## config.mk

```make
export PLATFORM = sky130hd
export DESIGN_NAME = sync_fifo
export DESIGN_NICKNAME = d
export VERILOG_FILES = /design/src/verilog/bpsi_pkg.sv /design/src/verilog/sync_fifo.sv
export SDC_FILE = /design/constraint.sdc
export NUM_CORES = 1
export LEC_CHECK = 0
export ABC_AREA = 0
export BUFFER_PORTS_ARGS = -buffer_cell sky130_fd_sc_hd__buf_4
export CORE_MARGIN = 2
export CORE_UTILIZATION = 25
export CTS_BUF_LIST = sky130_fd_sc_hd__clkbuf_4 sky130_fd_sc_hd__clkbuf_8
export CTS_CLUSTER_DIAMETER = 50
export CTS_CLUSTER_SIZE = 10
export DETAILED_ROUTE_END_ITERATION = 10
export SLEW_MARGIN = 40
export SYNTH_ARGS = -nofsm -noshare
export SYNTH_HDL_FRONTEND = slang
export SYNTH_SLANG_ARGS = --single-unit
```

## constraint.sdc

```tcl
create_clock -name clk_i -period 3.3 [get_ports clk_i]
set_input_delay 0.66 -clock clk_i [delete_from_list [all_inputs] [get_ports clk_i]]
set_output_delay 0.66 -clock clk_i [all_outputs]
set_load 0.1 [all_outputs]
```

## src/verilog/bpsi_pkg.sv

```systemverilog
`default_nettype none

package bpsi_pkg;

    //////////////////////////////////////////////////////////////////////
    // payload and link types
    //////////////////////////////////////////////////////////////////////

    typedef logic [31:0] rb_word_t;
    typedef logic [15:0] adc_sample_t;
    typedef logic [7:0]  tx_byte_t;
    typedef logic [15:0] frame_len_t;
    typedef logic [10:0] rb_count_t;

    // one closed readback burst waiting for the link
    typedef struct packed {
        logic      pending;
        rb_count_t words;
    } rb_req_t;

    // byte stream towards the slave link
    typedef struct packed {
        logic     byte_en;
        tx_byte_t data;
    } tx_out_t;

    //////////////////////////////////////////////////////////////////////
    // frame constants
    //////////////////////////////////////////////////////////////////////

    // type codes, high byte goes out first
    localparam logic [15:0] READBACK_TYPE = 16'h1002;
    localparam logic [15:0] RAWADC_TYPE   = 16'h1004;

    // type code bytes ahead of the payload
    localparam int HDR_BYTES = 2;

    localparam int RB_FIFO_DEPTH  = 1024;
    localparam int ADC_FIFO_DEPTH = 1024;

    // hardware defaults, overridden at the top level
    localparam int DEF_ADC_DECIM = 100000;
    localparam int DEF_ADC_BLOCK = 512;

endpackage

`default_nettype wire

```

## src/verilog/sync_fifo.sv

```systemverilog
`timescale 1ns/1ns
`default_nettype none

module sync_fifo import bpsi_pkg::*; #(
    parameter type T     = tx_byte_t,
    parameter int  DEPTH = 16
) (
    input  wire   clk_i,
    input  wire   rst_i,
    input  wire   flush_i,
    input  wire   wr_en_i,
    input  wire T wr_data_i,
    input  wire   rd_en_i,
    output logic  rd_vld_o,
    output T      rd_data_o,
    output logic  empty_o,
    output logic  full_o
);

    localparam int AW = (DEPTH > 1) ? $clog2(DEPTH) : 1;
    localparam int CW = $clog2(DEPTH + 1);

    T              mem [DEPTH];
    logic [AW-1:0] wr_ptr;
    logic [AW-1:0] rd_ptr;
    logic [CW-1:0] count;
    logic          do_wr;
    logic          do_rd;

    function automatic logic [AW-1:0] next_ptr(input logic [AW-1:0] p);
        return (p == AW'(DEPTH - 1)) ? '0 : p + 1'b1;
    endfunction

    assign empty_o = (count == '0);
    assign full_o  = (count == CW'(DEPTH));
    assign do_wr   = wr_en_i && !full_o && !flush_i;
    assign do_rd   = rd_en_i && !empty_o && !flush_i;

    always_ff @(posedge clk_i) begin
        if (do_wr) begin
            mem[wr_ptr] <= wr_data_i;
        end
    end

    // pointers and occupancy, flush empties the buffer
    always_ff @(posedge clk_i) begin
        if (rst_i || flush_i) begin
            wr_ptr <= '0;
            rd_ptr <= '0;
            count  <= '0;
        end else begin
            if (do_wr) begin
                wr_ptr <= next_ptr(wr_ptr);
            end
            if (do_rd) begin
                rd_ptr <= next_ptr(rd_ptr);
            end
            case ({do_wr, do_rd})
                2'b10:   count <= count + 1'b1;
                2'b01:   count <= count - 1'b1;
                default: count <= count;
            endcase
        end
    end

    // standard read mode, data and valid one cycle after the request
    always_ff @(posedge clk_i) begin
        if (rst_i || flush_i) begin
            rd_vld_o <= 1'b0;
        end else begin
            rd_vld_o <= do_rd;
        end
    end

    always_ff @(posedge clk_i) begin
        if (do_rd) begin
            rd_data_o <= mem[rd_ptr];
        end
    end

    a_no_overflow: assert property (
        @(posedge clk_i) disable iff (rst_i) (wr_en_i && !flush_i) |-> !full_o);

    a_no_underflow: assert property (
        @(posedge clk_i) disable iff (rst_i) (rd_en_i && !flush_i) |-> !empty_o);

endmodule

`default_nettype wire
```

==> impl_metrics.toml <==
[timing]
setup_viol = 0
timing_hold_violations_final = 0
fin_ws_ps = 433.2
tns_ps = 0
slew_viol_final = 0
fin_skew_ps = 19.13
max_slew_margin_pct = 52.39
hold_slack_ps = 388.9
period_share_pct = 86.87
max_clock_freq_mhz = 348.8
tightest_slew_ps = 712.6
period_needed_ps = 2867
rsz0062_at_grt = "no"

[setup_path]
crit_fanout = 9
cp.required_ps = 3630
max_stage_delay_ps = 640
worstPathArrival_ps = 3200
cp_slowest_cell = "or4_1"
critPathCaptureType = "register"
crit_type = "reg2reg"
crit_family = "simple AND/OR/NAND/NOR gates"
worst-path-buf-inv = 0
crit_chain = "or4_1, o21a_1, or2b_1, ha_1, ha_1, a21o_2, a21oi_1, or4_1, nand3_1"
cp-start-kind = "register"

[power]
pwr-share-clk_pct = 40.7
power.switching_uw = 804.4
p_int_uw = 2877
seqPwrFrac_pct = 56.5
irDropWorstVdd_uv = 267.6
combPwrFrac_pct = 2.7
leakage_uw = 0.002243
power.total_uw = 3681
swShare_pct = 21.85
cellPowerDensity_mw_per_mm2 = 521.8

[cells_and_area]
drive_gt1_share_pct = 30.21
nets = 384
diodes = 0
syn2layout_area_growth_pct = 18.12

[grt]
grt_first_pass_wirelength_um = 18510
gr-total-overflow = 0
grt_start_max_net_pins = 29
antenna_found_initial = 0
grtUsageTotal_pct = 10.33
grt_pass1_vias = 3224

[floorplan]
io_pins = 24
rows = 56
dieArea_mm2 = 0.02514
floorplan.initialDensity_pct = 25.44
core_mm2 = 0.02347
die_y_um = 158.6
die_w_um = 158.6

[clock_network]
cts_buffer_depth = 2
clock_latency_ps = 450
clk_pin_slew_ps = 80
cts_resized = 0
cts.sinks = 150
cts-hold-fix-buffers = 0
cts_setup_buffers = 0
cts-buffers-inserted = 17
cts_tree = "yes"
htree_levels = 4
root_buffer = "clkbuf_8"

[synth]
ys_async_sr_fraction_pct = 0
yosys-top-cells-count = "edfxtp_1 (136), mux4_2 (32), nor2_1 (27), a22oi_1 (16), dfxtp_1 (14)"
ys_warn_count = 0
synth_area_leaders = "edfxtp_1 (68%), mux4_2 (12%), dfxtp_1 (4.7%), a22oi_1 (2.0%), ha_1 (1.9%)"
synth_top_area_cell = "edfxtp_1"
ys_seq_elements = 150
synth_enable_flop_cells = 136
syn-num-nets = 341
seq_area_frac_synth_pct = 73.08
synth.most_common_cell = "edfxtp_1"
synth.top_cell.area_share_pct = 68.38
ys_types = 38
synth_ff_type = "edfxtp_1"
syn_area_mm2 = 0.005972
avgSynthCellArea_um2 = 18.78
postSynthCellCount = 318

[drt]
drc = 0
wirelength_um = 11870
avgRoutedWirePerCell_um = 17.12
drt_iter0_drc = 255
vias_per_cell = 4.332
ant_nets = 0
vias = 3002
drtPass1Iterations = 4

[run_status]
run_status = "completed"

[place]
port_buffers = 23
pre_cts_slack_ps = 471.0
place_congestion = 0.7308
dp_hpwl_um = 7720

[worst_hold_path]
hold_class = "in2reg"

[flow_run]
cap_violations = 0
## kinds of logic (layout without fill, tap and decap cells)
kind of cell / count (synthesis) / count (layout) / synth area share [%]
muxes: 37 / 37 / 12.91
xor gates and xnor gates: 4 / 4 / 0.5867
adders and majority gates: 10 / 10 / 2.221
AOI/OAI and AO/OA: 35 / 35 / 4.588
and+or+nand+nor: 61 / 61 / 4.945
DFF: 150 / 150 / 73.08
buffers and inverters: 21 / 77 / 1.676
## placed cells by master (no fill, tap or decap), drive strengths merged, types with 2 or more instances in the layout
master and instances:
a41oi 2, nor3 4, o211ai 3, nand2b 2, or4 2, nand3b 4, nor2b 4, edfxtp 136
clkinv 4, a21o 2, mux4 32, xor2 3, clkinvlp 3, a22oi 16, a211oi 2, nor2 27
dfxtp 14, inv 8, clkbuf 17, nand3 3, buf 42, a21oi 5, nand2 10, bufinv 3
ha 9, mux2i 5, o21a 2
## final timing paths
check,cells past startpoint,startpoint,end,slack [ps]
worst max-delay path,9,count[0],count[3],430
worst min register to register,2,count[4],count[4],520
worst min-delay path,2,rst_i,rd_vld_o,390
worst max register to register,9,count[0],count[3],430
## sequential cells by signal, summed over array words and instances (netlist names)
| name | flops |
|---|---|
| count | 5 |
| mem | 128 |
| rd_data_o | 8 |
| rd_ptr | 4 |
| rd_vld_o | 1 |
| wr_ptr | 4 |
## per-layer routing
metal / vias to the layer above / routed length [µm] / global-route usage [%]
met3: 7 / 556 / 2.667
met2: 79 / 6027 / 17.07
met5: - / 0 / 0
li1: 1364 / - / -
met4: 0 / 87 / 4.118
met1: 1552 / 5193 / 12.95
## power by group through the flow
stage,sequential [µW],combinational (µW),clock (µW)
6_report,2080,101,1500
5_1_grt,2080,111,1620
4_1_cts,2080,102,1550
3_5_place_dp,2120,102,0
3_3_place_gp,2120,97.3,0
2_1_floorplan,2130,44.3,0
## metrics by stage
step                      cell area (µm²)  util (%)  instances
after floorplan                      5972         -        318
after global placement               6624     28.22        661
after detailed placement             6624     28.22        661
after CTS                            7052     30.04        693
after global routing                 7054     30.05        693
final                                7054     30.05        693
## cell type report
cell class                      instances  area, µm²
Clock inverter                         15      193.9
Clock buffer                           17      234.0
Fill cell                            2275      16420
Inverter                                3      11.26
Tap cell                              319      399.1
Multi-Input combinational cell        147       1510
Timing Repair Buffer                   42      340.3
Sequential cell                       150       4365
No activity file was read; power rests on OpenSTA's default activity.
