==> src/verilog/bpsi_pkg.sv <==
`default_nettype none

package bpsi_pkg;

    //////////////////////////////////////////////////////////////////////
    // payload and link types
    //////////////////////////////////////////////////////////////////////

    typedef logic [31:0] rb_word_t;
    typedef logic [15:0] adc_sample_t;
    typedef logic [7:0]  tx_byte_t;
    typedef logic [15:0] frame_len_t;
    typedef logic [10:0] rb_count_t;

    // one closed readback burst waiting for the link
    typedef struct packed {
        logic      pending;
        rb_count_t words;
    } rb_req_t;

    // byte stream towards the slave link
    typedef struct packed {
        logic     byte_en;
        tx_byte_t data;
    } tx_out_t;

    //////////////////////////////////////////////////////////////////////
    // frame constants
    //////////////////////////////////////////////////////////////////////

    // type codes, high byte goes out first
    localparam logic [15:0] READBACK_TYPE = 16'h1002;
    localparam logic [15:0] RAWADC_TYPE   = 16'h1004;

    // type code bytes ahead of the payload
    localparam int HDR_BYTES = 2;

    localparam int RB_FIFO_DEPTH  = 1024;
    localparam int ADC_FIFO_DEPTH = 1024;

    // hardware defaults, overridden at the top level
    localparam int DEF_ADC_DECIM = 100000;
    localparam int DEF_ADC_BLOCK = 512;

endpackage

`default_nettype wire

==> src/verilog/frame_arbiter.sv <==
`timescale 1ns/1ns
`default_nettype none

module frame_arbiter import bpsi_pkg::*; #(
    parameter int ADC_BLOCK = DEF_ADC_BLOCK
) (
    input  wire              clk_i,
    input  wire              rst_i,
    input  wire rb_req_t     rb_req_i,
    input  wire              adc_pend_i,
    input  wire              rb_empty_i,
    input  wire              rb_rd_vld_i,
    input  wire rb_word_t    rb_rd_data_i,
    input  wire              adc_empty_i,
    input  wire              adc_rd_vld_i,
    input  wire adc_sample_t adc_rd_data_i,
    input  wire              tx_ack_i,
    output logic             rb_done_o,
    output logic             adc_done_o,
    output logic             rb_rd_en_o,
    output logic             adc_rd_en_o,
    output logic             frame_start_o,
    output frame_len_t       frame_len_o,
    output tx_out_t          tx_o
);

    localparam frame_len_t ADC_LEN = frame_len_t'(HDR_BYTES + 2 * ADC_BLOCK);

    typedef enum logic [2:0] {
        ST_IDLE,
        ST_START,
        ST_TYPE_HI,
        ST_TYPE_LO,
        ST_PAYLOAD,
        ST_WAIT_ACK
    } state_t;

    state_t      state;
    logic        ptr;
    logic        sel;
    logic        any_req;
    logic        grant_adc;
    rb_count_t   unit_total;
    rb_count_t   unit_cnt;
    logic        rd_pend;
    rb_word_t    shreg;
    logic [2:0]  bytes_left;
    logic [15:0] type_code;
    logic        fifo_empty;
    logic        fifo_vld;
    logic        pop;
    logic        last_byte;

    // for ptr and sel 0 is readback and 1 is adc
    assign any_req    = rb_req_i.pending || adc_pend_i;
    assign grant_adc  = ptr ? adc_pend_i : !rb_req_i.pending;
    assign type_code  = sel ? RAWADC_TYPE : READBACK_TYPE;
    assign fifo_empty = sel ? adc_empty_i : rb_empty_i;
    assign fifo_vld   = sel ? adc_rd_vld_i : rb_rd_vld_i;

    //////////////////////////////////////////////////////////////////////
    // arbitration FSM
    //////////////////////////////////////////////////////////////////////

    always_ff @(posedge clk_i) begin
        if (rst_i) begin
            state <= ST_IDLE;
            ptr   <= 1'b0;
            sel   <= 1'b0;
        end else begin
            case (state)
                ST_IDLE: begin
                    if (any_req) begin
                        sel   <= grant_adc;
                        state <= ST_START;
                    end
                end
                ST_START:   state <= ST_TYPE_HI;
                ST_TYPE_HI: state <= ST_TYPE_LO;
                ST_TYPE_LO: state <= ST_PAYLOAD;
                ST_PAYLOAD: begin
                    if (last_byte) begin
                        state <= ST_WAIT_ACK;
                    end
                end
                ST_WAIT_ACK: begin
                    // hand the next turn to the other channel
                    if (tx_ack_i) begin
                        ptr   <= !sel;
                        state <= ST_IDLE;
                    end
                end
                default: state <= ST_IDLE;
            endcase
        end
    end

    // frame size latched with the grant
    always_ff @(posedge clk_i) begin
        if ((state == ST_IDLE) && any_req) begin
            if (grant_adc) begin
                unit_total  <= rb_count_t'(ADC_BLOCK);
                frame_len_o <= ADC_LEN;
            end else begin
                unit_total  <= rb_req_i.words;
                frame_len_o <= frame_len_t'(HDR_BYTES) + frame_len_t'({rb_req_i.words, 2'b00});
            end
        end
    end

    //////////////////////////////////////////////////////////////////////
    // payload fetch and byte shifter
    //////////////////////////////////////////////////////////////////////

    // fetch early so the next unit lands as the current one drains
    assign pop = (state inside {ST_TYPE_HI, ST_TYPE_LO, ST_PAYLOAD}) && !rd_pend
               && (bytes_left <= 3'd2) && (unit_cnt != unit_total) && !fifo_empty;
    assign rb_rd_en_o  = pop && !sel;
    assign adc_rd_en_o = pop && sel;

    assign last_byte = (state == ST_PAYLOAD) && (bytes_left == 3'd1) && !rd_pend
                     && (unit_cnt == unit_total);

    always_ff @(posedge clk_i) begin
        if (rst_i || (state == ST_IDLE)) begin
            unit_cnt <= '0;
        end else if (pop) begin
            unit_cnt <= unit_cnt + 1'b1;
        end
    end

    always_ff @(posedge clk_i) begin
        if (rst_i) begin
            rd_pend <= 1'b0;
        end else begin
            rd_pend <= pop;
        end
    end

    always_ff @(posedge clk_i) begin
        if (rst_i) begin
            bytes_left <= '0;
        end else if (fifo_vld) begin
            bytes_left <= sel ? 3'd2 : 3'd4;
        end else if ((state == ST_PAYLOAD) && (bytes_left != '0)) begin
            bytes_left <= bytes_left - 1'b1;
        end
    end

    // msb first with adc samples in the upper half
    always_ff @(posedge clk_i) begin
        if (fifo_vld) begin
            shreg <= sel ? {adc_rd_data_i, 16'h0000} : rb_rd_data_i;
        end else if ((state == ST_PAYLOAD) && (bytes_left != '0)) begin
            shreg <= {shreg[23:0], 8'h00};
        end
    end

    //////////////////////////////////////////////////////////////////////
    // link outputs
    //////////////////////////////////////////////////////////////////////

    assign frame_start_o = (state == ST_START);
    assign rb_done_o     = (state == ST_WAIT_ACK) && tx_ack_i && !sel;
    assign adc_done_o    = (state == ST_WAIT_ACK) && tx_ack_i && sel;

    always_comb begin
        tx_o = '0;
        case (state)
            ST_TYPE_HI: tx_o = '{byte_en: 1'b1, data: type_code[15:8]};
            ST_TYPE_LO: tx_o = '{byte_en: 1'b1, data: type_code[7:0]};
            ST_PAYLOAD: tx_o = '{byte_en: (bytes_left != '0), data: shreg[31:24]};
            default:    tx_o = '0;
        endcase
    end

    // the adc must stay enabled while its block is on the link
    a_adc_block_held: assert property (
        @(posedge clk_i) disable iff (rst_i)
        ((state != ST_IDLE) && sel) |-> adc_pend_i
    );

    // readback data only returns for a request issued here
    a_rb_vld_owned: assert property (
        @(posedge clk_i) disable iff (rst_i) rb_rd_vld_i |-> $past(rb_rd_en_o));

endmodule

`default_nettype wire

==> config.mk <==
export PLATFORM = sky130hd
export DESIGN_NAME = frame_arbiter
export DESIGN_NICKNAME = d
export VERILOG_FILES = /design/src/verilog/bpsi_pkg.sv /design/src/verilog/frame_arbiter.sv
export SDC_FILE = /design/constraint.sdc
export NUM_CORES = 1
export LEC_CHECK = 0
export ABC_AREA = 1
export BUFFER_PORTS_ARGS = -buffer_cell sky130_fd_sc_hd__buf_2
export CAP_MARGIN = 20
export CORE_MARGIN = 2
export CORE_UTILIZATION = 52
export DETAILED_ROUTE_END_ITERATION = 8
export PLACE_DENSITY = 0.88
export SYNTH_ARGS = -nofsm -noshare
export SYNTH_HDL_FRONTEND = slang
export SYNTH_SLANG_ARGS = --single-unit
==> constraint.sdc <==
create_clock -name clk_i -period 3.1 [get_ports clk_i]
set_input_delay 0.31 -clock clk_i [delete_from_list [all_inputs] [get_ports clk_i]]
set_output_delay 0.31 -clock clk_i [all_outputs]
set_load 0.01 [all_outputs]
==> results.md <==
- Setup_tns: 0 ns
- Root buffer cell: clkbuf_8
- Die Y: approximately 85 um
- Ratio of cells with drive above 1 in the final layout: 0.254
- Setup violators final: 0
- Initial antenna violation count: 0
- Hold EP: shreg[29]
- PD cells: approximately 730 nW/um2
- Hold Slack: 0.253 ns
- Setup WS post-layout: just under 0.7 ns
- Vias per cell: around 5.2
- Clk Latency, worst-skew pair: approximately 0.34 ns
- First-pass GRT wire length: 12,300 um
- Worst path max stage delay: 0.53 ns
- HPWL after DPL: approximately 5600 um
- Cells after Synth: between 300 and 400
- Setup Slack @ Placement: 1.06 ns
- Hold path startpoint: rb_rd_data_i[29]
- Core area: about 6300 um2
- Wire length per cell: 13.8 um
- Hold_buf cts: 0
- GPL Wtd Cong: around 0.93
- Area growth, synth to finish: 18.5%
- Worst Setup Path Type: reg -> out
- Worst R2R End: shreg[9]
- Io pins: around 100
- Clk sinks: 65
- Syn Area/Cell: ~8.5 um2
- Syn. warnings: 0
- Hold path cells: 3
- Gr usage total: 0.217
- WL final: around 7800 um
- Finished Layout Cells: between 500 and 600
- Starting Density: 0.536
- First-pass iteration count of the detailed router: 5
- Seq/Total Area, Yosys: 0.515
- Vias: ~3,000
- Crit path time final: about 2.4 ns
- Slowest CP cell: a21oi_2
- Slew @ Worst Pin: between 0.5 and 0.6 ns
- Max_slew headroom: 0.636
- Die Width: between 80 and 90 um
- Antenna Nets Post-Route: 0
- R2R cell count: 7
- Diodes inserted: 0
- Min-Delay Path Class: in -> reg
- Worst Setup End Kind: output port
- Die area: a little over 7000 um2
- Final #Nets: roughly 560
- Largest fanout on the critical path: 14
- Status: complete, no violations
- Netlist cell types: 33
- Setup bufs post-CTS: 0
- Data required time of the critical path: ~2.8 ns
- Reg clk slew, reported paths: ~0.080 ns
- Placed Cells incl. Taps: ~550
- Clock tree buffer depth: 2
- Crit Reg-Reg Startpoint: bytes_left[0]
- Startpoint Class: flip-flop
- Pin count of the biggest net entering global routing: 33
- Fmax: ~410 MHz
- Grt ovf: 0
- CP startpoint: state[1]
- Starting DRT DRC Count: around 250
- Synthesized flop and latch total: 65
- Final Max Slew Viols: 0
- Residual DRC: 0
- MaxCap Viol Count: 0
- CTS H-Tree Depth: 3
- Fill count: 517
- Input/output buffers: roughly 90
- Vias in the first global route: 2,713
- FP Rows: 29
- Max VDD drop: around 470 uV
- Syn Std Cell Area: 3400 um2
- Reg2reg setup slack: around 1.1 ns
- Total CTS buffers: 9
- RSZ-0062 raised after global routing: no
- Crit-path cells: nor2_2 -> nand2_1 -> a21oi_2 -> nand2_4 -> nor2_1 -> buf_2
- Period utilisation layout: 0.783
- Leak: 1.90 nW
- Final hold violations: 0
- Layout Skew: about 0.013 ns
- Post_cts resized: 0
- Critical Path AT: 2.12 ns
- CTS tree: done
[layout by cell type (no fill, tap or decap), types with 6 or more instances in the layout]
cell type   n
a22o_1      8
nor3_1      7
buf_2      92
dfxtp_1    20
edfxtp_1   45
xor2_1      6
nand2_1    98
inv_1      52
nor2_1     43
nand3_1    20
clkbuf_8   10
a21oi_1    20
a22oi_1    16
[logic make-up after synthesis]
| logic type | Yosys count | share of synthesized area |
|---|---|---|
| flip-flops | 65 | 0.515 |
| AO/OA/AOI/OAI | 52 | 0.102 |
| other | 2 | 0.00221 |
| XOR/XNOR | 11 | 0.0283 |
| AND/OR/NAND/NOR | 181 | 0.223 |
| adder cells (fa/ha/maj) | 5 | 0.0184 |
| buffers and inverters | 83 | 0.112 |
[cell type report]
cell class	instances	area [um2]	share of cell area
sequential	65	1750	0.435
clock inverter	5	55.1	0.0137
inverter	57	214	0.0531
timing repair buffer	96	490	0.122
clock buffer	11	141	0.0351
multi-input combinational	254	1280	0.318
tap	77	96.3	0.0239
[stage by stage]
step           power, mW  cell area (um2)   util
2_1_floorplan       2.01             3410      -
3_3_place_gp        2.19             3830  0.604
3_5_place_dp        2.24             3830  0.604
4_1_cts             2.96             4030  0.635
5_1_grt             3.12             4030  0.635
6_report            2.95             4030  0.635
[registers in the layout, indices dropped and copies added, names as in the netlist]
name	flops
rd_pend	1
shreg	32
state	3
frame_len_o	3
unit_cnt	11
unit_total	10
bytes_left	3
sel	1
ptr	1
[layer usage]
layer  GRT usage  part of all wire
met1       0.267              0.41
met3      0.0554             0.059
met5           0                 0
met4      0.0765             0.019
met2       0.371              0.51
[worst max path at each step]
stage | endpoint | slack (ns) | cells after the start
2_1_floorplan | bytes_left[0] | 0.94 | 9
3_3_place_gp | rb_rd_en_o | 1.17 | 6
3_5_place_dp | adc_rd_en_o | 1.06 | 6
4_1_cts | adc_rd_en_o | 0.67 | 6
5_1_grt | rb_rd_en_o | 0.48 | 6
6_report | adc_rd_en_o | 0.67 | 6
[cells in the mapped netlist (all sizes together)]
master / number / area share
nor3b: 1 / 0.0022
o2111ai: 1 / 0.0026
nand3b: 1 / 0.0022
edfxtp: 45 / 0.40
ha: 5 / 0.018
dfxtp: 20 / 0.12
a21oi: 21 / 0.032
nand2: 101 / 0.12
o211ai: 1 / 0.0022
a211oi: 1 / 0.0022
xor2: 6 / 0.015
a22o: 8 / 0.021
conb: 2 / 0.0022
nor2: 46 / 0.054
nor3: 7 / 0.010
or2: 2 / 0.0037
nand3: 20 / 0.029
o21ai: 3 / 0.0044
nand4: 3 / 0.0055
buf: 20 / 0.042
clkbuf: 6 / 0.0066
a22oi: 16 / 0.035
xnor2: 5 / 0.013
inv: 57 / 0.063
o21a: 1 / 0.0022
[report_power, final]
| group | switching, mW | internal [mW] | leakage (nW) |
|---|---|---|---|
| registers | 0.117 | 1.26 | 0.609 |
| clock network | 0.327 | 0.392 | 0.0974 |
| logic | 0.552 | 0.302 | 1.19 |
| total | 0.996 | 1.95 | 1.90 |
[critical path, delay by kind of cell, from the launching register on]
kind	cells	cell delay, ns
and+or+nand+nor	4	0.74
buffers and inverters	1	0.15
DFF	1	0.36
AOI/OAI and AO/OA	1	0.53
Note: power is estimated with default switching activity, not from simulation.
