## config.mk

```make
export PLATFORM = sky130hd
export DESIGN_NAME = adc_capture
export DESIGN_NICKNAME = d
export VERILOG_FILES = /design/src/verilog/bpsi_pkg.sv /design/src/verilog/adc_capture.sv
export SDC_FILE = /design/constraint.sdc
export NUM_CORES = 1
export LEC_CHECK = 0
export BUFFER_PORTS_ARGS = -buffer_cell sky130_fd_sc_hd__buf_2
export CAP_MARGIN = 20
export CORE_ASPECT_RATIO = 1.4
export CORE_MARGIN = 4
export CORE_UTILIZATION = 30
export DETAILED_ROUTE_END_ITERATION = 8
export HOLD_SLACK_MARGIN = 0.03
export PLACE_DENSITY = 0.49
export SKIP_LAST_GASP = 1
export SLEW_MARGIN = 20
export SYNTH_ARGS = -nofsm -noshare
export SYNTH_HDL_FRONTEND = slang
export SYNTH_SLANG_ARGS = --single-unit
```

## constraint.sdc

```tcl
create_clock -name clk_i -period 2.57 [get_ports clk_i]
set_input_delay 0 -clock clk_i [delete_from_list [all_inputs] [get_ports clk_i]]
set_output_delay 0 -clock clk_i [all_outputs]
set_load 0.01 [all_outputs]
```

## src/verilog/bpsi_pkg.sv

```systemverilog
`default_nettype none

package bpsi_pkg;

    //////////////////////////////////////////////////////////////////////
    // payload and link types
    //////////////////////////////////////////////////////////////////////

    typedef logic [31:0] rb_word_t;
    typedef logic [15:0] adc_sample_t;
    typedef logic [7:0]  tx_byte_t;
    typedef logic [15:0] frame_len_t;
    typedef logic [10:0] rb_count_t;

    // one closed readback burst waiting for the link
    typedef struct packed {
        logic      pending;
        rb_count_t words;
    } rb_req_t;

    // byte stream towards the slave link
    typedef struct packed {
        logic     byte_en;
        tx_byte_t data;
    } tx_out_t;

    //////////////////////////////////////////////////////////////////////
    // frame constants
    //////////////////////////////////////////////////////////////////////

    // type codes, high byte goes out first
    localparam logic [15:0] READBACK_TYPE = 16'h1002;
    localparam logic [15:0] RAWADC_TYPE   = 16'h1004;

    // type code bytes ahead of the payload
    localparam int HDR_BYTES = 2;

    localparam int RB_FIFO_DEPTH  = 1024;
    localparam int ADC_FIFO_DEPTH = 1024;

    // hardware defaults, overridden at the top level
    localparam int DEF_ADC_DECIM = 100000;
    localparam int DEF_ADC_BLOCK = 512;

endpackage

`default_nettype wire

```

## src/verilog/adc_capture.sv

```systemverilog
`timescale 1ns/1ns
`default_nettype none

module adc_capture import bpsi_pkg::*; #(
    parameter int ADC_DECIM = DEF_ADC_DECIM,
    parameter int ADC_BLOCK = DEF_ADC_BLOCK
) (
    input  wire              clk_i,
    input  wire              rst_i,
    input  wire              adc_en_i,
    input  wire              adc_vld_i,
    input  wire adc_sample_t adc_data_i,
    input  wire              done_i,
    output logic             wr_en_o,
    output adc_sample_t      wr_data_o,
    output logic             flush_o,
    output logic             pend_o
);

    localparam int DEC_W = $clog2(ADC_DECIM + 1);
    localparam int BLK_W = $clog2(ADC_BLOCK + 1);
    // enough for every block the FIFO can hold plus one closing
    localparam int PND_W = $clog2(ADC_FIFO_DEPTH / ADC_BLOCK + 2);

    logic [DEC_W-1:0] dec_cnt;
    logic [BLK_W-1:0] blk_cnt;
    logic [PND_W-1:0] pend_cnt;
    logic             keep;
    logic             blk_end;

    assign keep    = adc_en_i && adc_vld_i && (dec_cnt == DEC_W'(ADC_DECIM - 1));
    assign blk_end = keep && (blk_cnt == BLK_W'(ADC_BLOCK - 1));

    //////////////////////////////////////////////////////////////////////
    // decimation and block counting
    //////////////////////////////////////////////////////////////////////

    always_ff @(posedge clk_i) begin
        if (rst_i || !adc_en_i) begin
            dec_cnt <= '0;
        end else if (adc_vld_i) begin
            dec_cnt <= keep ? '0 : dec_cnt + 1'b1;
        end
    end

    always_ff @(posedge clk_i) begin
        if (rst_i || !adc_en_i) begin
            blk_cnt <= '0;
        end else if (blk_end) begin
            blk_cnt <= '0;
        end else if (keep) begin
            blk_cnt <= blk_cnt + 1'b1;
        end
    end

    // closed blocks still waiting for the link
    always_ff @(posedge clk_i) begin
        if (rst_i || !adc_en_i) begin
            pend_cnt <= '0;
        end else if (blk_end && !done_i) begin
            pend_cnt <= pend_cnt + 1'b1;
        end else if (done_i && !blk_end && (pend_cnt != '0)) begin
            pend_cnt <= pend_cnt - 1'b1;
        end
    end

    assign wr_en_o   = keep;
    // low byte in the upper half so the serializer sends it first
    assign wr_data_o = {adc_data_i[7:0], adc_data_i[15:8]};
    assign flush_o   = !adc_en_i;
    assign pend_o    = (pend_cnt != '0);

endmodule

`default_nettype wire

```

==> flow_metrics.tcl, run 1 <==
set metrics [dict create \
    synthMuxAreaShare_pct 0.674 \
    synth_seq_cells 29 \
    core-area_mm2 0.00480 \
    fin_crit_ns 2.23 \
    ys.flop_type "dfxtp_1" \
    cp.required_ns 2.75 \
    max_freq_ghz 0.448 \
    cp-start-kind "register" \
    cp_max_fo 6 \
    ys_warn_count 0 \
    status "finished clean" \
    synth_cell_type_count 34 \
    numClockSinks 29 \
    syn_to_final_growth_pct 19.6 \
    async_flop_share_pct 0 \
    synth_top_cell_by_area "dfxtp_1" \
    final.fill_count 548 \
    clkTransAtPathRegs_ns 0.07 \
    synth_xor_area_share_pct 13.6 \
    synth_cells 176 \
    die_w_um 67.5 \
    vias 1224 \
    antenna_found_initial 0 \
    fin_tns_setup_ns 0 \
    cts_tree "yes" \
    reg2regPathDepth 6 \
    seq_area_frac_synth_pct 39.1 \
    clock_latency_ns 0.29 \
    htreeDepth 2 \
    postSynthAreaPerCell_um2 8.44 \
    hold_class "input port to register" \
    grt_max_degree 17 \
    syn-num-nets 199 \
    yosysTopAreaCellShare_pct 39.1 \
    drc 0 \
    gr-total-overflow 0 \
    holdPathStages 3 \
    cap_violations 0 \
    cellPowerDensity_mw_per_mm2 600 \
    ir_worst_vdd_v 0.000481 \
    die_height_um 91.3 \
    ant_nets 0 \
    num_antenna_cells 0 \
    synth_compound_area_share_pct 4.21 \
    setup_viol 0 \
    row_count 30 \
    fin_crit_sh_pct 86.9 \
    synth_fa_ha_area_share_pct 1.68 \
    total_power_w 0.00107 \
    post_drt_via_cell_ratio 4.82 \
    worst_setup_path_end_kind "register" \
    rsz0062_at_grt "false" \
    cp.arrival_ns 2.41 \
    finalHoldViolCount 0 \
    critical_path_class "register to register" \
    clock_skew_ns 0.0113 \
    synth-edff-count 0 \
    dr.first_iter.drc_count 37 \
    crit_path_cell_trace "ha_1 -> nand3_1 -> or3b_1 -> nor4_1 -> nand2b_1 -> nor2_1" \
    io_buffers 7 \
    tightest_slew_ns 0.602 \
    dp_hpwl_mm 2.12 \
    cts_max_path_buffers 2 \
    cts_made_buffers 5 \
    floorplan.initialDensity_pct 30.9 \
    synth_most_common_cell "nor2_1" \
    final_core_util_pct 37.0 \
    grtUsageTotal_pct 11.4 \
    fin_nets 212 \
    leakage_nw 0.636 \
    pin_count 40 \
    grt_pass1_wl_mm 5.33 \
    crit_slowest_cell "nor4_1" \
    relSlewSlack_pct 59.5 \
    drt-total-wl_mm 3.00 \
    cts_resized 0 \
    dieArea_mm2 0.00616 \
    synth_top_family_by_area "simple AND/OR/NAND/NOR gates" \
    ys_top_cells_by_count "31 x nor2_1, 29 x dfxtp_1, 16 x buf_4" \
    drive_gt1_share_pct 11.1 \
    max_stage_delay_ns 0.48 \
    synth-simple-area-share_pct 31.1 \
    finalWeightedCongestion 0.734 \
    firstDrtPassIters 4 \
    wl_per_cell_um 11.8 \
    grt_pass1_vias 1230 \
    synth_area_leaders "dfxtp_1 39%, buf_4 8.1%, nor2_1 7.8%" \
    synth_area_mm2 0.00149 \
    slew_viol_final 0 \
    cts_root_buf "clkbuf_8" \
]
[where the power goes]
group / internal, W / switching [W]
clock network: 0.000385 / 0.000179
registers: 0.000450 / 0.000000923
logic: 0.0000243 / 0.0000253
total: 0.000860 / 0.000205
[placed cells by master, fill, tap and decap left out, types with 2 or more instances in the layout]
master	n
xnor2_1	12
ha_1	2
clkbuf_8	5
buf_2	7
bufinv_16	2
dlygate4sd3_1	16
nand2_1	12
nand3_1	8
nand2b_1	2
a21oi_1	5
nor4_1	4
and3_1	9
dfxtp_1	29
nand4_1	6
nor3_1	6
inv_1	3
nor2_1	31
xor2_1	11
buf_4	2
[layer usage]
metal	track usage [%]	routed length, µm	vias to the layer above
met1	12.0	1160	566
met5	0	0	-
li1	-	-	610
met3	3.59	217	6
met4	6.26	78	0
met2	19.3	1540	42
[path summary, 6_finish.rpt]
kind / from / to / slack (ns)
max: blk_cnt[0]$_SDFFE_PP0N_ / blk_cnt[0]$_SDFFE_PP0N_ / 0.34
min: adc_vld_i / dec_cnt[0]$_SDFFE_PP0P_ / 0.06
max reg2reg: blk_cnt[0]$_SDFFE_PP0N_ / blk_cnt[0]$_SDFFE_PP0N_ / 0.34
min reg2reg: blk_cnt[9]$_SDFFE_PP0N_ / blk_cnt[9]$_SDFFE_PP0N_ / 0.47
[critical path: cells and delay by family (launching register included)]
kind	cells	cell delay, ns
AND/OR/NAND/NOR	5	1.44
flip-flops	1	0.42
adder cells (fa/ha/maj)	1	0.25
[what timing repair did]
item | CTS | global route
setup buffers | 0 | 0
hold buffers | 16 | 0
hold endpoints to repair | 16 | 0
[cells by family after synthesis]
kind of cell	count (synthesis)
mux	1
compound gates	10
fa+ha+maj	2
xor+xnor	23
buf+inv	22
simple gates	89
flops	29
[metrics by stage]
step | cell area (µm²) | worst slack [ns] | hold WS, ns | std cells
detailed placement | 1480 | 0.341 | 0.0000686 | 230
global route | 1780 | 0.126 | 0.0775 | 254
global placement | 1480 | 0.443 | 0.0000686 | 230
finish | 1780 | 0.337 | 0.0582 | 254
floorplan | 1490 | 0.710 | 0.0511 | 176
CTS | 1780 | 0.337 | 0.0557 | 254
[layout make-up]
class                           instances  area (µm²)  share of cell area, %
Inverter                                3        11.3                  0.634
Sequential cell                        29         581                   32.7
Timing Repair Buffer                   25         210                   11.8
Clock buffer                            5        68.8                   3.87
Tap cell                               64        80.1                   4.51
Clock inverter                          3        65.1                   3.66
Multi-Input combinational cell        125         761                   42.8
[sequential cells by signal, summed over array words and instances, names as in the netlist]
signal	count
pend_cnt	2
blk_cnt	10
dec_cnt	17
(Power assumes the default switching activity.)
==> inputs of run 2 (changes only) <==
SLEW_MARGIN = not set   (was 20)
clock period = 2.55 ns   (was 2.57 ns; I/O delays follow)
==> run 2 against run 1 <==
Net effect: clock power decreased by 34%; flip-flop and latch count is the same; setup slack worse by 0.048 ns; die area did not move; sequential share of layout area up 0.90 points; via count is 1.1% lower; combinational power rose by 1%; register-to-register slack got worse by 0.05 ns; global-route usage down 0.25 points; total power down 18%; wire length rose by 0.63%; critical path type unchanged; largest cell class unchanged.
==> flow_metrics.tcl, run 2 (synthesis gave the netlist of run 1 again) <==
set metrics [dict create \
    status "finished clean" \
    critical_path_buf_inv_count 0 \
    fin_crit_sh_pct 88.6 \
    finalHoldViolCount 0 \
    leakage_nw 0.612 \
    fin_crit_ns 2.26 \
    cts_max_path_buffers 2 \
    holdWs_ns 0.0674 \
    cp_top_family "simple AND/OR/NAND/NOR gates" \
    dp_hpwl_mm 2.14 \
    relSlewSlack_pct 59.2 \
    dieArea_mm2 0.00616 \
    cp.arrival_ns 2.43 \
    drt-total-wl_mm 3.02 \
    critical_path_class "register to register" \
    dr.first_iter.drc_count 28 \
    antenna_found_initial 0 \
    clkTransAtPathRegs_ns 0.07 \
    finalWeightedCongestion 0.734 \
    wl_per_cell_um 11.9 \
    hold_class "input port to register" \
    top_regs "dec_cnt (17), blk_cnt (10), pend_cnt (2)" \
    pin_count 40 \
    die_height_um 91.3 \
    firstDrtPassIters 4 \
    htreeDepth 2 \
    ir_worst_vdd_v 0.000344 \
    reg2reg_to "blk_cnt[4]$_SDFFE_PP0N_" \
    post_drt_via_cell_ratio 4.76 \
    clock_skew_ns 0.0110 \
    cp_max_fo 6 \
    fin_tns_setup_ns 0 \
    cap_violations 0 \
    numClockSinks 29 \
    max_stage_delay_ns 0.49 \
    vias 1210 \
    worst_setup_path_end_kind "register" \
    cp-start-kind "register" \
    num_antenna_cells 0 \
    core-area_mm2 0.00480 \
    cts_resized 0 \
    reg2regPathDepth 6 \
    grt_max_degree 17 \
    slew_viol_final 0 \
    layout_commonest_cell "nor2_1" \
    path_depth 6 \
    floorplan.initialDensity_pct 30.9 \
    drive_gt1_share_pct 11.1 \
    rsz0062_at_grt "false" \
    crit_end "blk_cnt[4]$_SDFFE_PP0N_" \
    grtUsageTotal_pct 11.2 \
    grt_pass1_vias 1234 \
    final_cell_mix "31 x nor2_1, 29 x dfxtp_1, 16 x dlygate4sd3_1, 12 x nand2_1, 12 x xnor2_1" \
    io_buffers 7 \
    largest_reg_flops 17 \
    row_count 30 \
    drc 0 \
    cellPowerDensity_mw_per_mm2 506 \
    reg2reg_slack_ns 0.29 \
    worstSetupStartpoint "blk_cnt[0]$_SDFFE_PP0N_" \
    cts_tree "yes" \
    cts_root_buf "clkbuf_8" \
    r2r_start "blk_cnt[0]$_SDFFE_PP0N_" \
    tightest_slew_ns 0.607 \
    grt_pass1_wl_mm 5.29 \
    fin_nets 212 \
    setup_viol 0 \
    cp.required_ns 2.72 \
    cts_made_buffers 5 \
    crit_slowest_cell "nor4_1" \
    clock_latency_ns 0.28 \
    crit_path_cell_trace "ha_1 -> nand3_1 -> or3b_1 -> nor4_1 -> nand2b_1 -> nor2_1" \
    top_register "dec_cnt" \
    die_w_um 67.5 \
    syn_to_final_growth_pct 16.4 \
    gr-total-overflow 0 \
    ant_nets 0 \
    max_freq_ghz 0.442 \
]
[run 2: cell types whose count changed in the layout (fill, tap and decap cells not counted)]
cell / before / now
clkinvlp_4: 0 / 1
clkinv_2: 1 / 2
bufinv_16: 2 / 0
[run 2: worst min-delay path by stage]
stage | from | end | slack [ns] | cells past startpoint
final | adc_vld_i | dec_cnt[0]$_SDFFE_PP0P_ | 0.07 | 3
after global routing | adc_vld_i | dec_cnt[1]$_SDFFE_PP0P_ | 0.08 | 3
after CTS | adc_vld_i | dec_cnt[0]$_SDFFE_PP0P_ | 0.06 | 3
after detailed placement | adc_data_i[11] | wr_data_o[3] | 0.00007 | 0
after global placement | adc_data_i[11] | wr_data_o[3] | 0.00007 | 0
after floorplan | adc_en_i | flush_o | 0.05 | 1
[run 2: what timing repair did]
| item | in CTS | in global routing |
|---|---|---|
| buffers inserted | 0 | 0 |
| hold buffers | 16 | 0 |
| hold endpoints to repair | 16 | 0 |
[run 2: where the power goes]
| group | total [W] | switching (W) | internal (W) |
|---|---|---|---|
| sequential | 0.000455 | 0.000000965 | 0.000454 |
| combinational | 0.0000501 | 0.0000257 | 0.0000245 |
| clock | 0.000370 | 0.000182 | 0.000188 |
[run 2: metrics by stage]
stage / instances / total power, W / setup slack (ns) / cell area, µm² / util, %
2_1_floorplan: 176 / 0.000503 / 0.690 / 1490 / -
3_3_place_gp: 230 / 0.000488 / 0.423 / 1480 / 30.9
3_5_place_dp: 230 / 0.000489 / 0.288 / 1480 / 30.9
4_1_cts: 254 / 0.000894 / 0.284 / 1730 / 36.0
5_1_grt: 254 / 0.000921 / 0.105 / 1730 / 36.0
6_report: 254 / 0.000875 / 0.290 / 1730 / 36.0
[run 2: metal layers]
layer	wire, µm	up-vias	global-route usage, %	share of wire, %
met5	0	-	0	0
met4	62	0	5.25	2.1
met3	206	6	3.34	6.8
met1	1180	558	11.9	39
li1	-	611	-	-
met2	1570	35	19.3	52
[run 2: worst reg2reg max path, stage by stage (launching register included)]
cell	delay, ns
dfxtp_1	0.43
ha_1	0.26
nand3_1	0.11
or3b_1	0.45
nor4_1	0.49
nand2b_1	0.33
nor2_1	0.09
[run 2: area by class of cell]
| type | count | area [µm²] |
|---|---|---|
| sequential | 29 | 581 |
| clock inverter | 3 | 17.5 |
| timing repair buffer | 25 | 210 |
| clock buffer | 5 | 68.8 |
| multi-input combinational | 125 | 761 |
| inverter | 3 | 11.3 |
| tap | 64 | 80.1 |
| fill | 544 | 3080 |
==> inputs of run 3 (changes only) <==
CORE_MARGIN = 5   (was 4)
==> run 3 against run 2 <==
Net effect: clock-buffer cell count is 2 higher; critical path depth is the same; die area increased by 5.2%; setup slack gained 0.084 ns; register-to-register slack better by 0.08 ns; largest power group unchanged; global-route usage shrank 1.1 points; total power rose by 5.1%.
==> flow_metrics.tcl, run 3 (synthesis gave the netlist of run 1 again) <==
set metrics [dict create \
    status "finished clean" \
    drt-total-wl_mm 2.94 \
    internal_power_w 0.000722 \
    ant_nets 0 \
    die_w_um 69.5 \
    crit_path_cell_trace "ha_1 -> nand3_1 -> or3b_1 -> nor4_1 -> nand2b_1 -> nor2_1" \
    grt_pass1_wl_mm 5.27 \
    top_regs "dec_cnt (17), blk_cnt (10), pend_cnt (2)" \
    layout_commonest_cell "nor2_1" \
    setup_viol 0 \
    rsz0062_at_grt "false" \
    post_drt_via_cell_ratio 4.66 \
    cts_root_buf "clkbuf_8" \
    max_freq_ghz 0.460 \
    fin_crit_sh_pct 85.3 \
    leakage_nw 0.626 \
    firstDrtPassIters 4 \
    post_cts_buffers 0 \
    io_buffers 7 \
    worst_setup_path_end_kind "register" \
    dieArea_mm2 0.00648 \
    tightest_slew_ns 0.543 \
    cts_hold_buf 16 \
    clock_skew_ns 0.00126 \
    vias 1189 \
    switching_share_pct 21.5 \
    cts_resized 0 \
    cp.arrival_ns 2.34 \
    floorplan.initialDensity_pct 30.7 \
    cp_top_family "simple AND/OR/NAND/NOR gates" \
    max_stage_delay_ns 0.44 \
    clock_latency_ns 0.28 \
    fin_crit_ns 2.18 \
    path_depth 6 \
    postLayoutCellArea_mm2 0.00175 \
    reg2reg_to "blk_cnt[4]$_SDFFE_PP0N_" \
    numClockSinks 29 \
    r2r_start "blk_cnt[0]$_SDFFE_PP0N_" \
    regArea_um2 581 \
    clkTransAtPathRegs_ns 0.06 \
    reg2reg_slack_ns 0.37 \
    relSlewSlack_pct 63.4 \
    dr.first_iter.drc_count 33 \
    dpl-instance-area_mm2 0.00149 \
    hold_class "input port to register" \
    multi_input_area_um2 761 \
    cap_violations 0 \
    largest_reg_flops 17 \
    cp.required_ns 2.71 \
    grt_max_degree 17 \
    crit_end "blk_cnt[4]$_SDFFE_PP0N_" \
    ir_worst_vdd_v 0.000300 \
    crit_slowest_cell "or3b_1" \
    cellPowerDensity_mw_per_mm2 525 \
    gr-total-overflow 0 \
    cts_max_path_buffers 2 \
    drive_gt1_share_pct 11.5 \
    power.switching_w 0.000198 \
    cp_max_fo 6 \
    num_antenna_cells 0 \
    finalHoldViolCount 0 \
    syn_to_final_growth_pct 17.9 \
    dp_hpwl_mm 1.99 \
    slew_viol_final 0 \
    dp_slack_ns 0.369 \
    wl_per_cell_um 11.5 \
    top_register "dec_cnt" \
    drc 0 \
    cts_made_buffers 5 \
    final_cell_mix "31 x nor2_1, 29 x dfxtp_1, 16 x dlygate4sd3_1, 12 x nand2_1, 12 x xnor2_1" \
    p_clk_share_pct 45.1 \
    critical_path_buf_inv_count 0 \
    final.fill_count 508 \
    worstSetupStartpoint "blk_cnt[0]$_SDFFE_PP0N_" \
    cts_tree "yes" \
    pin_count 40 \
    htreeDepth 2 \
    grtUsageTotal_pct 10.0 \
    row_count 30 \
    fin_tns_setup_ns 0 \
    core-area_mm2 0.00484 \
    antenna_found_initial 0 \
    finalWeightedCongestion 0.738 \
    combPwrFrac_pct 5.4 \
    cp-start-kind "register" \
    grt_pass1_vias 1205 \
    seqPwrFrac_pct 49.5 \
    fin_ws_ns 0.374 \
    die_height_um 93.3 \
    fin_nets 213 \
    reg2regPathDepth 6 \
    critical_path_class "register to register" \
]
[run 3: changes by cell type in the layout (fill, tap and decap cells not counted)]
cell,delta
clkbuf_8,+2
clkinv_2,-1
buf_4,+1
clkinvlp_4,-1
[run 3: metrics by stage]
step / utilization [%] / power (W) / hold WS [ns] / cells
2_1_floorplan: - / 0.000503 / 0.0511 / 176
3_3_place_gp: 30.8 / 0.000488 / 0.0000686 / 231
3_5_place_dp: 30.8 / 0.000488 / 0.0000686 / 231
4_1_cts: 36.2 / 0.000937 / 0.0450 / 255
5_1_grt: 36.2 / 0.000962 / 0.100 / 255
6_report: 36.2 / 0.000920 / 0.0542 / 255
[run 3: worst reg2reg max path: stages (launching register included)]
cell	delay (ns)
dfxtp_1	0.42
ha_1	0.26
nand3_1	0.11
or3b_1	0.44
nor4_1	0.44
nand2b_1	0.32
nor2_1	0.08
[run 3: worst min-delay path by stage]
stage,startpoint,endpoint,cells past startpoint
final,adc_vld_i,dec_cnt[0]$_SDFFE_PP0P_,3
after global routing,adc_vld_i,dec_cnt[0]$_SDFFE_PP0P_,3
after CTS,adc_vld_i,dec_cnt[0]$_SDFFE_PP0P_,3
after detailed placement,adc_data_i[3],wr_data_o[11],0
after global placement,adc_data_i[3],wr_data_o[11],0
after floorplan,adc_en_i,flush_o,1
[run 3: cell type report]
class / instances / area share [%]
inverters: 3 / 0.643
repair buffers: 26 / 12.4
well taps: 64 / 4.57
clock buffers: 7 / 5.50
multi-input cells: 125 / 43.4
clock inverters: 1 / 0.286
flip-flops and latches: 29 / 33.1
[run 3: per-layer routing]
layer	vias to the layer above	GRT usage (%)	wire length, µm
li1	611	-	-
met2	35	17.0	1450
met1	539	11.0	1250
met3	4	4.62	213
met5	-	0	0
met4	0	3.42	33
[run 3: power groups by stage]
stage / Sequential, W / Clock, W / Combinational, W
3_3_place_gp: 0.000465 / 0 / 0.0000230
2_1_floorplan: 0.000465 / 0 / 0.0000382
4_1_cts: 0.000455 / 0.000431 / 0.0000512
6_report: 0.000455 / 0.000415 / 0.0000500
3_5_place_dp: 0.000465 / 0 / 0.0000228
5_1_grt: 0.000455 / 0.000452 / 0.0000545
